File: config.mk
export PLATFORM = sky130hd
export DESIGN_NAME = tcp_mem_port
export DESIGN_NICKNAME = d
export VERILOG_FILES = /design/src/verilog/tcp_mem_pkg.sv /design/src/verilog/tcp_mem_if.sv /design/src/verilog/mem_cmd_slice.sv /design/src/verilog/axis_upsizer.sv /design/src/verilog/axis_downsizer.sv /design/src/verilog/transfer_counter.sv /design/src/verilog/tcp_mem_port.sv
export VERILOG_INCLUDE_DIRS = /design/src /design/src/verilog
export SDC_FILE = /design/constraint.sdc
export NUM_CORES = 2
export LEC_CHECK = 0
export ABC_AREA = 1
export BUFFER_PORTS_ARGS = -buffer_cell sky130_fd_sc_hd__buf_2
export CAP_MARGIN = 20
export CORE_AREA = 2 2 653 655
export CTS_CLUSTER_DIAMETER = 200
export CTS_CLUSTER_SIZE = 20
export DETAILED_ROUTE_END_ITERATION = 7
export DIE_AREA = 0 0 655 657
export HOLD_SLACK_MARGIN = 0.02
export SLEW_MARGIN = 20
export SYNTH_ARGS = -nofsm -noshare
export SYNTH_HDL_FRONTEND = slang
export SYNTH_HIERARCHICAL = 1
export SYNTH_SLANG_ARGS = --single-unit
File: constraint.sdc
create_clock -name net_clk -period 52.2 [get_ports net_clk]
set_input_delay 7.83 -clock net_clk [delete_from_list [all_inputs] [get_ports net_clk]]
set_output_delay 7.83 -clock net_clk [all_outputs]
set_load 0.005 [all_outputs]
File: src/verilog/tcp_mem_macros.svh
`ifndef TCP_MEM_MACROS_SVH
`define TCP_MEM_MACROS_SVH

// engine side stream width
`define TCP_MEM_NARROW_W 64
// memory side stream width
`define TCP_MEM_WIDE_W 512
// narrow beats packed into one wide beat
`define TCP_MEM_LANES 8

// packed engine command
`define TCP_MEM_CMD_W 72
`define TCP_MEM_CMD_ADDR_LSB 32 // address is bits 63..32
`define TCP_MEM_CMD_LEN_W 23    // length is bits 22..0

// debug counters
`define TCP_MEM_COUNT_W 16

`endif

File: src/verilog/tcp_mem_pkg.sv
`include "tcp_mem_macros.svh"

package tcp_mem_pkg;

  // engine command as emitted, still packed
  typedef logic [`TCP_MEM_CMD_W-1:0] cmd_word_t;

  // unpacked memory command fields
  typedef logic [63:0] mem_addr_t;  // zero-extended address
  typedef logic [31:0] mem_len_t;   // zero-extended byte length

  // engine side beat
  typedef logic [`TCP_MEM_NARROW_W-1:0]   narrow_data_t;
  typedef logic [`TCP_MEM_NARROW_W/8-1:0] narrow_keep_t;

  // memory side beat
  typedef logic [`TCP_MEM_WIDE_W-1:0]   wide_data_t;
  typedef logic [`TCP_MEM_WIDE_W/8-1:0] wide_keep_t;

  typedef logic [`TCP_MEM_COUNT_W-1:0] count_t;

  // one-entry command slice
  typedef enum logic {
    SLICE_EMPTY,
    SLICE_FULL
  } slice_state_e;

  // wide-to-narrow splitter
  typedef enum logic {
    SPLIT_IDLE, // waiting for a wide beat
    SPLIT_SEND  // walking lanes of the held beat
  } split_state_e;

endpackage

File: src/verilog/tcp_mem_if.sv
`timescale 1ns/1ps
`default_nettype none

// valid/ready stream with keep and last
interface axis_if #(
  parameter int WIDTH = 64
);
  logic               valid;
  logic               ready;
  logic [WIDTH-1:0]   data;
  logic [WIDTH/8-1:0] keep;  // one bit per byte
  logic               last;  // end of packet

  modport src (
    output valid, data, keep, last,
    input  ready
  );
  modport dst (
    input  valid, data, keep, last,
    output ready
  );
  modport mon (
    input valid, ready, data, keep, last
  );
endinterface

// unpacked memory read or write command
interface mem_cmd_if #(
  parameter int ADDR_W = 64,
  parameter int LEN_W  = 32
);
  logic              valid;
  logic              ready;
  logic [ADDR_W-1:0] address;
  logic [LEN_W-1:0]  length;   // bytes

  modport src (
    output valid, address, length,
    input  ready
  );
  modport dst (
    input  valid, address, length,
    output ready
  );
  modport mon (
    input valid, ready, address, length
  );
endinterface

`default_nettype wire

File: src/verilog/mem_cmd_slice.sv
`timescale 1ns/1ps
`default_nettype none
`include "tcp_mem_macros.svh"

module mem_cmd_slice (
  input  logic                  net_clk,
  input  logic                  net_aresetn,
  input  logic                  cmd_valid,  // packed command from engine
  output logic                  cmd_ready,
  input  tcp_mem_pkg::cmd_word_t cmd_data,
  mem_cmd_if.src                mem_cmd     // unpacked command to memory
);

  tcp_mem_pkg::slice_state_e state;
  tcp_mem_pkg::mem_addr_t    addr_q;
  tcp_mem_pkg::mem_len_t     len_q;
  logic                      in_fire;
  logic                      out_fire;

  // free slot, or slot drains this cycle
  assign cmd_ready = (state == tcp_mem_pkg::SLICE_EMPTY) || mem_cmd.ready;
  assign in_fire   = cmd_valid && cmd_ready;
  assign out_fire  = mem_cmd.valid && mem_cmd.ready;

  assign mem_cmd.valid   = (state == tcp_mem_pkg::SLICE_FULL);
  assign mem_cmd.address = addr_q;
  assign mem_cmd.length  = len_q;

  always_ff @(posedge net_clk) begin
    if (!net_aresetn) begin
      state <= tcp_mem_pkg::SLICE_EMPTY;
    end else if (in_fire) begin
      state <= tcp_mem_pkg::SLICE_FULL;  // load or reload behind a drain
    end else if (out_fire) begin
      state <= tcp_mem_pkg::SLICE_EMPTY;
    end
  end

  // field extraction, upper bits zero
  always_ff @(posedge net_clk) begin
    if (in_fire) begin
      addr_q <= tcp_mem_pkg::mem_addr_t'(cmd_data[63:`TCP_MEM_CMD_ADDR_LSB]);  // bits 63..32
      len_q  <= tcp_mem_pkg::mem_len_t'(cmd_data[`TCP_MEM_CMD_LEN_W-1:0]);     // bits 22..0
    end
  end

endmodule

`default_nettype wire

File: src/verilog/axis_upsizer.sv
`timescale 1ns/1ps
`default_nettype none
`include "tcp_mem_macros.svh"

module axis_upsizer (
  input  logic net_clk,
  input  logic net_aresetn,
  axis_if.dst  narrow,  // 64-bit beats from engine
  axis_if.src  wide     // 512-bit beats toward memory
);

  localparam int LANE_W = $clog2(`TCP_MEM_LANES);
  localparam int NW     = `TCP_MEM_NARROW_W;
  localparam int NK     = `TCP_MEM_NARROW_W / 8;

  logic [LANE_W-1:0]       lane;       // next lane to fill
  tcp_mem_pkg::wide_data_t acc_data;   // partially filled beat
  tcp_mem_pkg::wide_keep_t acc_keep;
  tcp_mem_pkg::wide_data_t fill_data;  // acc plus incoming lane
  tcp_mem_pkg::wide_keep_t fill_keep;
  tcp_mem_pkg::wide_data_t out_data;   // closed beat waiting on memory
  tcp_mem_pkg::wide_keep_t out_keep;
  logic                    out_last;
  logic                    out_valid;
  logic                    in_fire;
  logic                    close_beat;

  assign narrow.ready = !out_valid || wide.ready;  // pending beat gone or going
  assign in_fire      = narrow.valid && narrow.ready;
  assign close_beat   = (lane == LANE_W'(`TCP_MEM_LANES - 1)) || narrow.last;

  assign wide.valid = out_valid;
  assign wide.data  = out_data;
  assign wide.keep  = out_keep;
  assign wide.last  = out_last;

  // lane 0 starts a clean beat, so unfilled lanes stay zero
  always_comb begin
    fill_data = (lane == '0) ? '0 : acc_data;
    fill_keep = (lane == '0) ? '0 : acc_keep;
    fill_data[lane*NW +: NW] = narrow.data;
    fill_keep[lane*NK +: NK] = narrow.keep;
  end

  always_ff @(posedge net_clk) begin
    if (!net_aresetn) begin
      lane      <= '0;
      out_valid <= 1'b0;
    end else if (in_fire && close_beat) begin
      lane      <= '0;    // next packet or next wide beat
      out_valid <= 1'b1;
    end else begin
      if (in_fire) begin
        lane <= lane + 1'b1;
      end
      if (wide.ready) begin
        out_valid <= 1'b0;  // drained
      end
    end
  end

  always_ff @(posedge net_clk) begin
    if (in_fire && close_beat) begin
      out_data <= fill_data;
      out_keep <= fill_keep;
      out_last <= narrow.last;  // last of the closing narrow beat
    end else if (in_fire) begin
      acc_data <= fill_data;
      acc_keep <= fill_keep;
    end
  end

endmodule

`default_nettype wire

File: src/verilog/axis_downsizer.sv
`timescale 1ns/1ps
`default_nettype none
`include "tcp_mem_macros.svh"

module axis_downsizer (
  input  logic net_clk,
  input  logic net_aresetn,
  axis_if.dst  wide,    // 512-bit beats from memory
  axis_if.src  narrow   // 64-bit beats toward engine
);

  localparam int LANE_W = $clog2(`TCP_MEM_LANES);
  localparam int NW     = `TCP_MEM_NARROW_W;
  localparam int NK     = `TCP_MEM_NARROW_W / 8;

  tcp_mem_pkg::split_state_e state;
  logic [LANE_W-1:0]         lane;        // lane on the output now
  logic [LANE_W-1:0]         final_lane;  // highest lane with kept bytes
  tcp_mem_pkg::wide_data_t   hold_data;
  tcp_mem_pkg::wide_keep_t   hold_keep;
  logic                      hold_last;
  logic                      at_final;
  logic                      out_fire;

  assign wide.ready = (state == tcp_mem_pkg::SPLIT_IDLE);  // one wide beat at a time

  assign narrow.valid = (state == tcp_mem_pkg::SPLIT_SEND);
  assign narrow.data  = hold_data[lane*NW +: NW];
  assign narrow.keep  = hold_keep[lane*NK +: NK];
  assign at_final     = (lane == final_lane);
  assign narrow.last  = hold_last && at_final;  // only closing beat of a last wide beat
  assign out_fire     = narrow.valid && narrow.ready;

  // keep is contiguous from byte 0, top occupied lane ends the beat
  always_comb begin
    final_lane = '0;
    for (int l = 0; l < `TCP_MEM_LANES; l++) begin
      if (|hold_keep[l*NK +: NK]) begin
        final_lane = LANE_W'(l);
      end
    end
  end

  always_ff @(posedge net_clk) begin
    if (!net_aresetn) begin
      state <= tcp_mem_pkg::SPLIT_IDLE;
      lane  <= '0;
    end else begin
      case (state)
        tcp_mem_pkg::SPLIT_IDLE: begin
          if (wide.valid) begin
            state <= tcp_mem_pkg::SPLIT_SEND;
            lane  <= '0;  // start from lowest lane
          end
        end
        tcp_mem_pkg::SPLIT_SEND: begin
          if (out_fire && at_final) begin
            state <= tcp_mem_pkg::SPLIT_IDLE;
          end else if (out_fire) begin
            lane <= lane + 1'b1;
          end
        end
        default: state <= tcp_mem_pkg::SPLIT_IDLE;
      endcase
    end
  end

  always_ff @(posedge net_clk) begin
    if (wide.valid && wide.ready) begin
      hold_data <= wide.data;
      hold_keep <= wide.keep;
      hold_last <= wide.last;
    end
  end

endmodule

`default_nettype wire

File: src/verilog/transfer_counter.sv
`timescale 1ns/1ps
`default_nettype none

module transfer_counter (
  input  logic                net_clk,
  input  logic                net_aresetn,
  mem_cmd_if.mon              rd_cmd,          // memory read command, post slice
  axis_if.mon                 rd_data,         // wide read data from memory
  output tcp_mem_pkg::count_t read_cmd_count,
  output tcp_mem_pkg::count_t read_pkg_count
);

  logic cmd_fire;
  logic pkg_fire;

  assign cmd_fire = rd_cmd.valid && rd_cmd.ready;
  assign pkg_fire = rd_data.valid && rd_data.ready && rd_data.last;  // packet end only

  // both wrap naturally at 16 bits
  always_ff @(posedge net_clk) begin
    if (!net_aresetn) begin
      read_cmd_count <= '0;
      read_pkg_count <= '0;
    end else begin
      if (cmd_fire) begin
        read_cmd_count <= read_cmd_count + 1'b1;
      end
      if (pkg_fire) begin
        read_pkg_count <= read_pkg_count + 1'b1;
      end
    end
  end

endmodule

`default_nettype wire

File: src/verilog/tcp_mem_port.sv
`timescale 1ns/1ps
`default_nettype none
`include "tcp_mem_macros.svh"

module tcp_mem_port (
  input  logic                        net_clk,
  input  logic                        net_aresetn,
  // engine read command, packed
  input  logic                        rd_cmd_valid,
  output logic                        rd_cmd_ready,
  input  tcp_mem_pkg::cmd_word_t      rd_cmd_data,
  // engine write command, packed
  input  logic                        wr_cmd_valid,
  output logic                        wr_cmd_ready,
  input  tcp_mem_pkg::cmd_word_t      wr_cmd_data,
  // memory read command
  output logic                        mem_rd_cmd_valid,
  input  logic                        mem_rd_cmd_ready,
  output tcp_mem_pkg::mem_addr_t      mem_rd_cmd_address,
  output tcp_mem_pkg::mem_len_t       mem_rd_cmd_length,
  // memory write command
  output logic                        mem_wr_cmd_valid,
  input  logic                        mem_wr_cmd_ready,
  output tcp_mem_pkg::mem_addr_t      mem_wr_cmd_address,
  output tcp_mem_pkg::mem_len_t       mem_wr_cmd_length,
  // engine write data, narrow
  input  logic                        wr_data_valid,
  output logic                        wr_data_ready,
  input  tcp_mem_pkg::narrow_data_t   wr_data_data,
  input  tcp_mem_pkg::narrow_keep_t   wr_data_keep,
  input  logic                        wr_data_last,
  // memory write data, wide
  output logic                        mem_wr_data_valid,
  input  logic                        mem_wr_data_ready,
  output tcp_mem_pkg::wide_data_t     mem_wr_data_data,
  output tcp_mem_pkg::wide_keep_t     mem_wr_data_keep,
  output logic                        mem_wr_data_last,
  // memory read data, wide
  input  logic                        mem_rd_data_valid,
  output logic                        mem_rd_data_ready,
  input  tcp_mem_pkg::wide_data_t     mem_rd_data_data,
  input  tcp_mem_pkg::wide_keep_t     mem_rd_data_keep,
  input  logic                        mem_rd_data_last,
  // engine read data, narrow
  output logic                        rd_data_valid,
  input  logic                        rd_data_ready,
  output tcp_mem_pkg::narrow_data_t   rd_data_data,
  output tcp_mem_pkg::narrow_keep_t   rd_data_keep,
  output logic                        rd_data_last,
  // debug
  output tcp_mem_pkg::count_t         read_cmd_count,
  output tcp_mem_pkg::count_t         read_pkg_count
);

  axis_if #(.WIDTH(`TCP_MEM_NARROW_W)) wr_narrow ();  // engine -> upsizer
  axis_if #(.WIDTH(`TCP_MEM_WIDE_W))   wr_wide ();    // upsizer -> memory
  axis_if #(.WIDTH(`TCP_MEM_WIDE_W))   rd_wide ();    // memory -> downsizer
  axis_if #(.WIDTH(`TCP_MEM_NARROW_W)) rd_narrow ();  // downsizer -> engine
  mem_cmd_if                           rd_mem_cmd ();
  mem_cmd_if                           wr_mem_cmd ();

  // command chain
  mem_cmd_slice rd_cmd_slice (
    .net_clk     (net_clk),
    .net_aresetn (net_aresetn),
    .cmd_valid   (rd_cmd_valid),
    .cmd_ready   (rd_cmd_ready),
    .cmd_data    (rd_cmd_data),
    .mem_cmd     (rd_mem_cmd.src)
  );
  mem_cmd_slice wr_cmd_slice (
    .net_clk     (net_clk),
    .net_aresetn (net_aresetn),
    .cmd_valid   (wr_cmd_valid),
    .cmd_ready   (wr_cmd_ready),
    .cmd_data    (wr_cmd_data),
    .mem_cmd     (wr_mem_cmd.src)
  );

  assign mem_rd_cmd_valid   = rd_mem_cmd.valid;
  assign rd_mem_cmd.ready   = mem_rd_cmd_ready;
  assign mem_rd_cmd_address = rd_mem_cmd.address;
  assign mem_rd_cmd_length  = rd_mem_cmd.length;
  assign mem_wr_cmd_valid   = wr_mem_cmd.valid;
  assign wr_mem_cmd.ready   = mem_wr_cmd_ready;
  assign mem_wr_cmd_address = wr_mem_cmd.address;
  assign mem_wr_cmd_length  = wr_mem_cmd.length;

  // write data chain
  assign wr_narrow.valid = wr_data_valid;
  assign wr_data_ready   = wr_narrow.ready;
  assign wr_narrow.data  = wr_data_data;
  assign wr_narrow.keep  = wr_data_keep;
  assign wr_narrow.last  = wr_data_last;

  axis_upsizer wr_upsizer (
    .net_clk     (net_clk),
    .net_aresetn (net_aresetn),
    .narrow      (wr_narrow.dst),
    .wide        (wr_wide.src)
  );

  assign mem_wr_data_valid = wr_wide.valid;
  assign wr_wide.ready     = mem_wr_data_ready;
  assign mem_wr_data_data  = wr_wide.data;
  assign mem_wr_data_keep  = wr_wide.keep;
  assign mem_wr_data_last  = wr_wide.last;

  // read data chain
  assign rd_wide.valid     = mem_rd_data_valid;
  assign mem_rd_data_ready = rd_wide.ready;
  assign rd_wide.data      = mem_rd_data_data;
  assign rd_wide.keep      = mem_rd_data_keep;
  assign rd_wide.last      = mem_rd_data_last;

  axis_downsizer rd_downsizer (
    .net_clk     (net_clk),
    .net_aresetn (net_aresetn),
    .wide        (rd_wide.dst),
    .narrow      (rd_narrow.src)
  );

  assign rd_data_valid   = rd_narrow.valid;
  assign rd_narrow.ready = rd_data_ready;
  assign rd_data_data    = rd_narrow.data;
  assign rd_data_keep    = rd_narrow.keep;
  assign rd_data_last    = rd_narrow.last;

  // watches the read side of both chains
  transfer_counter rd_counter (
    .net_clk        (net_clk),
    .net_aresetn    (net_aresetn),
    .rd_cmd         (rd_mem_cmd.mon),
    .rd_data        (rd_wide.mon),
    .read_cmd_count (read_cmd_count),
    .read_pkg_count (read_pkg_count)
  );

endmodule

`default_nettype wire

==> results.json <==
{
  "status": "finished clean",
  "wire_per_inst_um": 25.17,
  "synth_edf_count": 1840,
  "yosysSeqAreaShare_pct": 74.75,
  "syn_inst": 6293,
  "cp_top_family": "buffers and inverters",
  "dr.pass1.iters": 6,
  "grt_pass1_vias": 50580,
  "path_max_fanout": 7,
  "cp.arrival_ns": 8.35,
  "synth_area_mm2": 0.07505,
  "min_path_type": "flip-flop to flip-flop",
  "die_area_mm2": 0.4303,
  "yosys_register_bits": 1882,
  "finalWirelength_um": 343000,
  "numCtsBuffers": 110,
  "core_area_mm2": 0.4228,
  "fin_crit_ns": 16.18,
  "port_buffers": 1569,
  "drt-met1-wl_um": 108900,
  "synth_top_area_cell": "edfxtp_1",
  "synth.area.top_cells": "edfxtp_1 74%, nand2_1 7.3%, nor2_1 4.9%, nand3_1 2.6%, inv_1 2.2%",
  "die_x_um": 655,
  "highest_layer": "met5",
  "drive_above_1_share_pct": 23.94,
  "grt-ovfl-total": 0,
  "netlist.area_leader.share_pct": 73.63,
  "rows": 239,
  "cts_htree_levels": 3,
  "cts_tree": "done",
  "yosys-top-cells-count": "1840 x edfxtp_1, 1465 x nand2_1, 974 x nor2_1",
  "seqCellArea_mm2": 0.05611,
  "grt_first_pass_wirelength_um": 446200,
  "num_vias": 53610,
  "finalSetupViolCount": 0,
  "synth_cell_types": 40,
  "path_class": "input pin to primary output",
  "drc_errors": 0,
  "path_clk_slew_ns": 0.09,
  "ios": 1686,
  "max_slew.worst_pin.slew_ns": 1.197,
  "worst_clock_skew_ns": 0.1166,
  "grt_antenna_before_repair": 208,
  "grt.total_usage_pct": 15.16,
  "multi_input_area_mm2": 0.01551,
  "maxSlewViolCount": 0,
  "worst_setup_path_end_kind": "primary output",
  "postCtsSetupBuffers": 0,
  "synth.avg_cell_area_um2": 11.93,
  "dpl_cell_area_mm2": 0.08905,
  "via_per_inst": 3.935,
  "worstSkewPairLatency_ns": 0.93,
  "slew_headroom_pct": 19.36,
  "cpMostUsedCell": "buf_2",
  "cts_resized": 0,
  "root_buffer": "clkbuf_16",
  "dr_wl_met2_um": 176100,
  "irDropWorstVdd_mv": 0.02616,
  "power_density_mw_per_mm2": 33.62,
  "synth_warnings": 6,
  "cpPeakStageDelay_ns": 0.20,
  "finalHoldViolations": 0,
  "cap_violations": 0,
  "cp-start-kind": "input pin",
  "cp_cell_sequence": "buf_2 -> inv_1 -> nand2_1 -> buf_2",
  "gp_congestion": 0.9448,
  "start_util_pct": 17.75,
  "yosysMostFrequentCell": "edfxtp_1",
  "dp_hpwl_um": 256800,
  "nets": 8525,
  "async_reset_ff_share_pct": 0,
  "clock_path_buffers": 4,
  "wl_met3_um": 26010,
  "leakagePower_nw": 36.56,
  "drtIter0Drc": 5592,
  "period_share_pct": 31.00,
  "worst-path-buf-inv": 3,
  "grt_start_max_net_pins": 171,
  "synthFlopType": "edfxtp_1",
  "cp.required_ns": 44.37,
  "die_h_um": 657,
  "rsz0062_at_grt": "no",
  "fillers": 45840,
  "setup_tns_ns": 0,
  "critPathSlowestCell": "buf_2",
  "postCtsHoldBufs": 0,
  "stdcell_area_mm2": 0.09263,
  "max_freq_mhz": 61.80,
  "areaGrowthSynthToFinish_pct": 23.43,
  "ant_nets": 0,
  "clock-sinks": 1882
}
placed cells by master, fill, tap and decap left out, drive strengths merged, types with 2 or more instances in the layout:
cell    synthesis  routed
ha             10      10
edfxtp       1840    1840
nor3           59      59
a21boi          2       2
diode           0     222
o22ai          64      64
dfxtp          42      42
clkbuf        196     130
buf           234    1656
o211ai          2       2
nand2        1482    1482
nand4          75      75
nand3         398     398
a21oi          48      48
conb            2      82
clkinv          1       5
nor2          991     991
inv           463     468
o21ai         306     306
a31oi          72      72
flip-flops by register name, summed over array words and instances, names as in the netlist, 16 cells and up:
signal                        flops
wr_upsizer/acc_keep              64
rd_cmd_slice/mem_cmd.length      23
rd_downsizer/hold_keep           64
wr_cmd_slice/mem_cmd.length      23
rd_counter/read_cmd_count        16
wr_cmd_slice/mem_cmd.address     32
wr_upsizer/wide.keep             64
rd_counter/read_pkg_count        16
wr_upsizer/wide.data            512
rd_downsizer/hold_data          512
rd_cmd_slice/mem_cmd.address     32
wr_upsizer/acc_data             512
power breakdown:
| group | switching (mW) | internal [mW] | total [mW] |
|---|---|---|---|
| combinational | 0.300 | 0.107 | 0.407 |
| clock | 0.519 | 0.390 | 0.909 |
| sequential | 0.0355 | 1.76 | 1.80 |
| total | 0.854 | 2.26 | 3.11 |
final timing paths:
path | start | endpoint | cells after the start | slack [ns]
setup / recovery | mem_wr_data_ready | wr_data_ready | 4 | 36.02
hold / removal | rd_counter/read_pkg_count[8] | rd_counter/read_pkg_count[8] | 2 | 0.48
setup reg to reg | wr_upsizer/lane[0] | wr_upsizer/wide.data[164] | 10 | 45.80
hold reg to reg | rd_counter/read_pkg_count[8] | rd_counter/read_pkg_count[8] | 2 | 0.48
layer usage:
metal	vias up	track usage [%]
li1	24310	-
met1	25840	14.83
met2	2630	27.11
met3	737	3.615
met4	92	12.34
met5	-	0
worst reg2reg max path, stage by stage, from the launching register on:
cell and delay (ns):
dfxtp_4 0.69, ha_1 0.32, ha_1 0.17, inv_1 0.04, nand2_1 0.12, nand3_1 0.23
inv_8 0.71, buf_4 0.77, buf_12 0.64, buf_4 1.22, buf_4 0.93
cell type report:
type                    count  area share (%)
well taps                5663           7.649
multi-input cells        3597           16.75
inverters                 464           1.930
flip-flops and latches   1882           60.57
clock buffers             130           3.053
clock inverters            11          0.1824
repair buffers           1656           9.272
diodes                    222          0.5997
per-stage QoR:
stage / util [%] / hold WS [ns] / std cells / total power, mW / setup WS, ns
detailed placement: 21.06 / 0.4661 / 13260 / 2.248 / 36.00
global route: 21.88 / 0.5173 / 13570 / 3.229 / 35.99
floorplan: - / 0.4501 / 6373 / 2.065 / 18.57
CTS: 21.77 / 0.4802 / 13400 / 3.159 / 36.01
finish: 21.91 / 0.4759 / 13630 / 3.114 / 36.02
global placement: 21.06 / 0.4509 / 13260 / 2.244 / 36.01
cell families after synthesis:
| logic type | Yosys count | share of synthesized area, % |
|---|---|---|
| AND/OR/NAND/NOR | 3007 | 16.29 |
| flip-flops | 1882 | 74.75 |
| buffers and inverters | 894 | 5.197 |
| AO/OA/AOI/OAI | 496 | 3.565 |
| adder cells (fa/ha/maj) | 10 | 0.1667 |
| XOR/XNOR | 2 | 0.02335 |
| other | 2 | 0.01001 |
No activity file was read; power rests on OpenSTA's default activity.
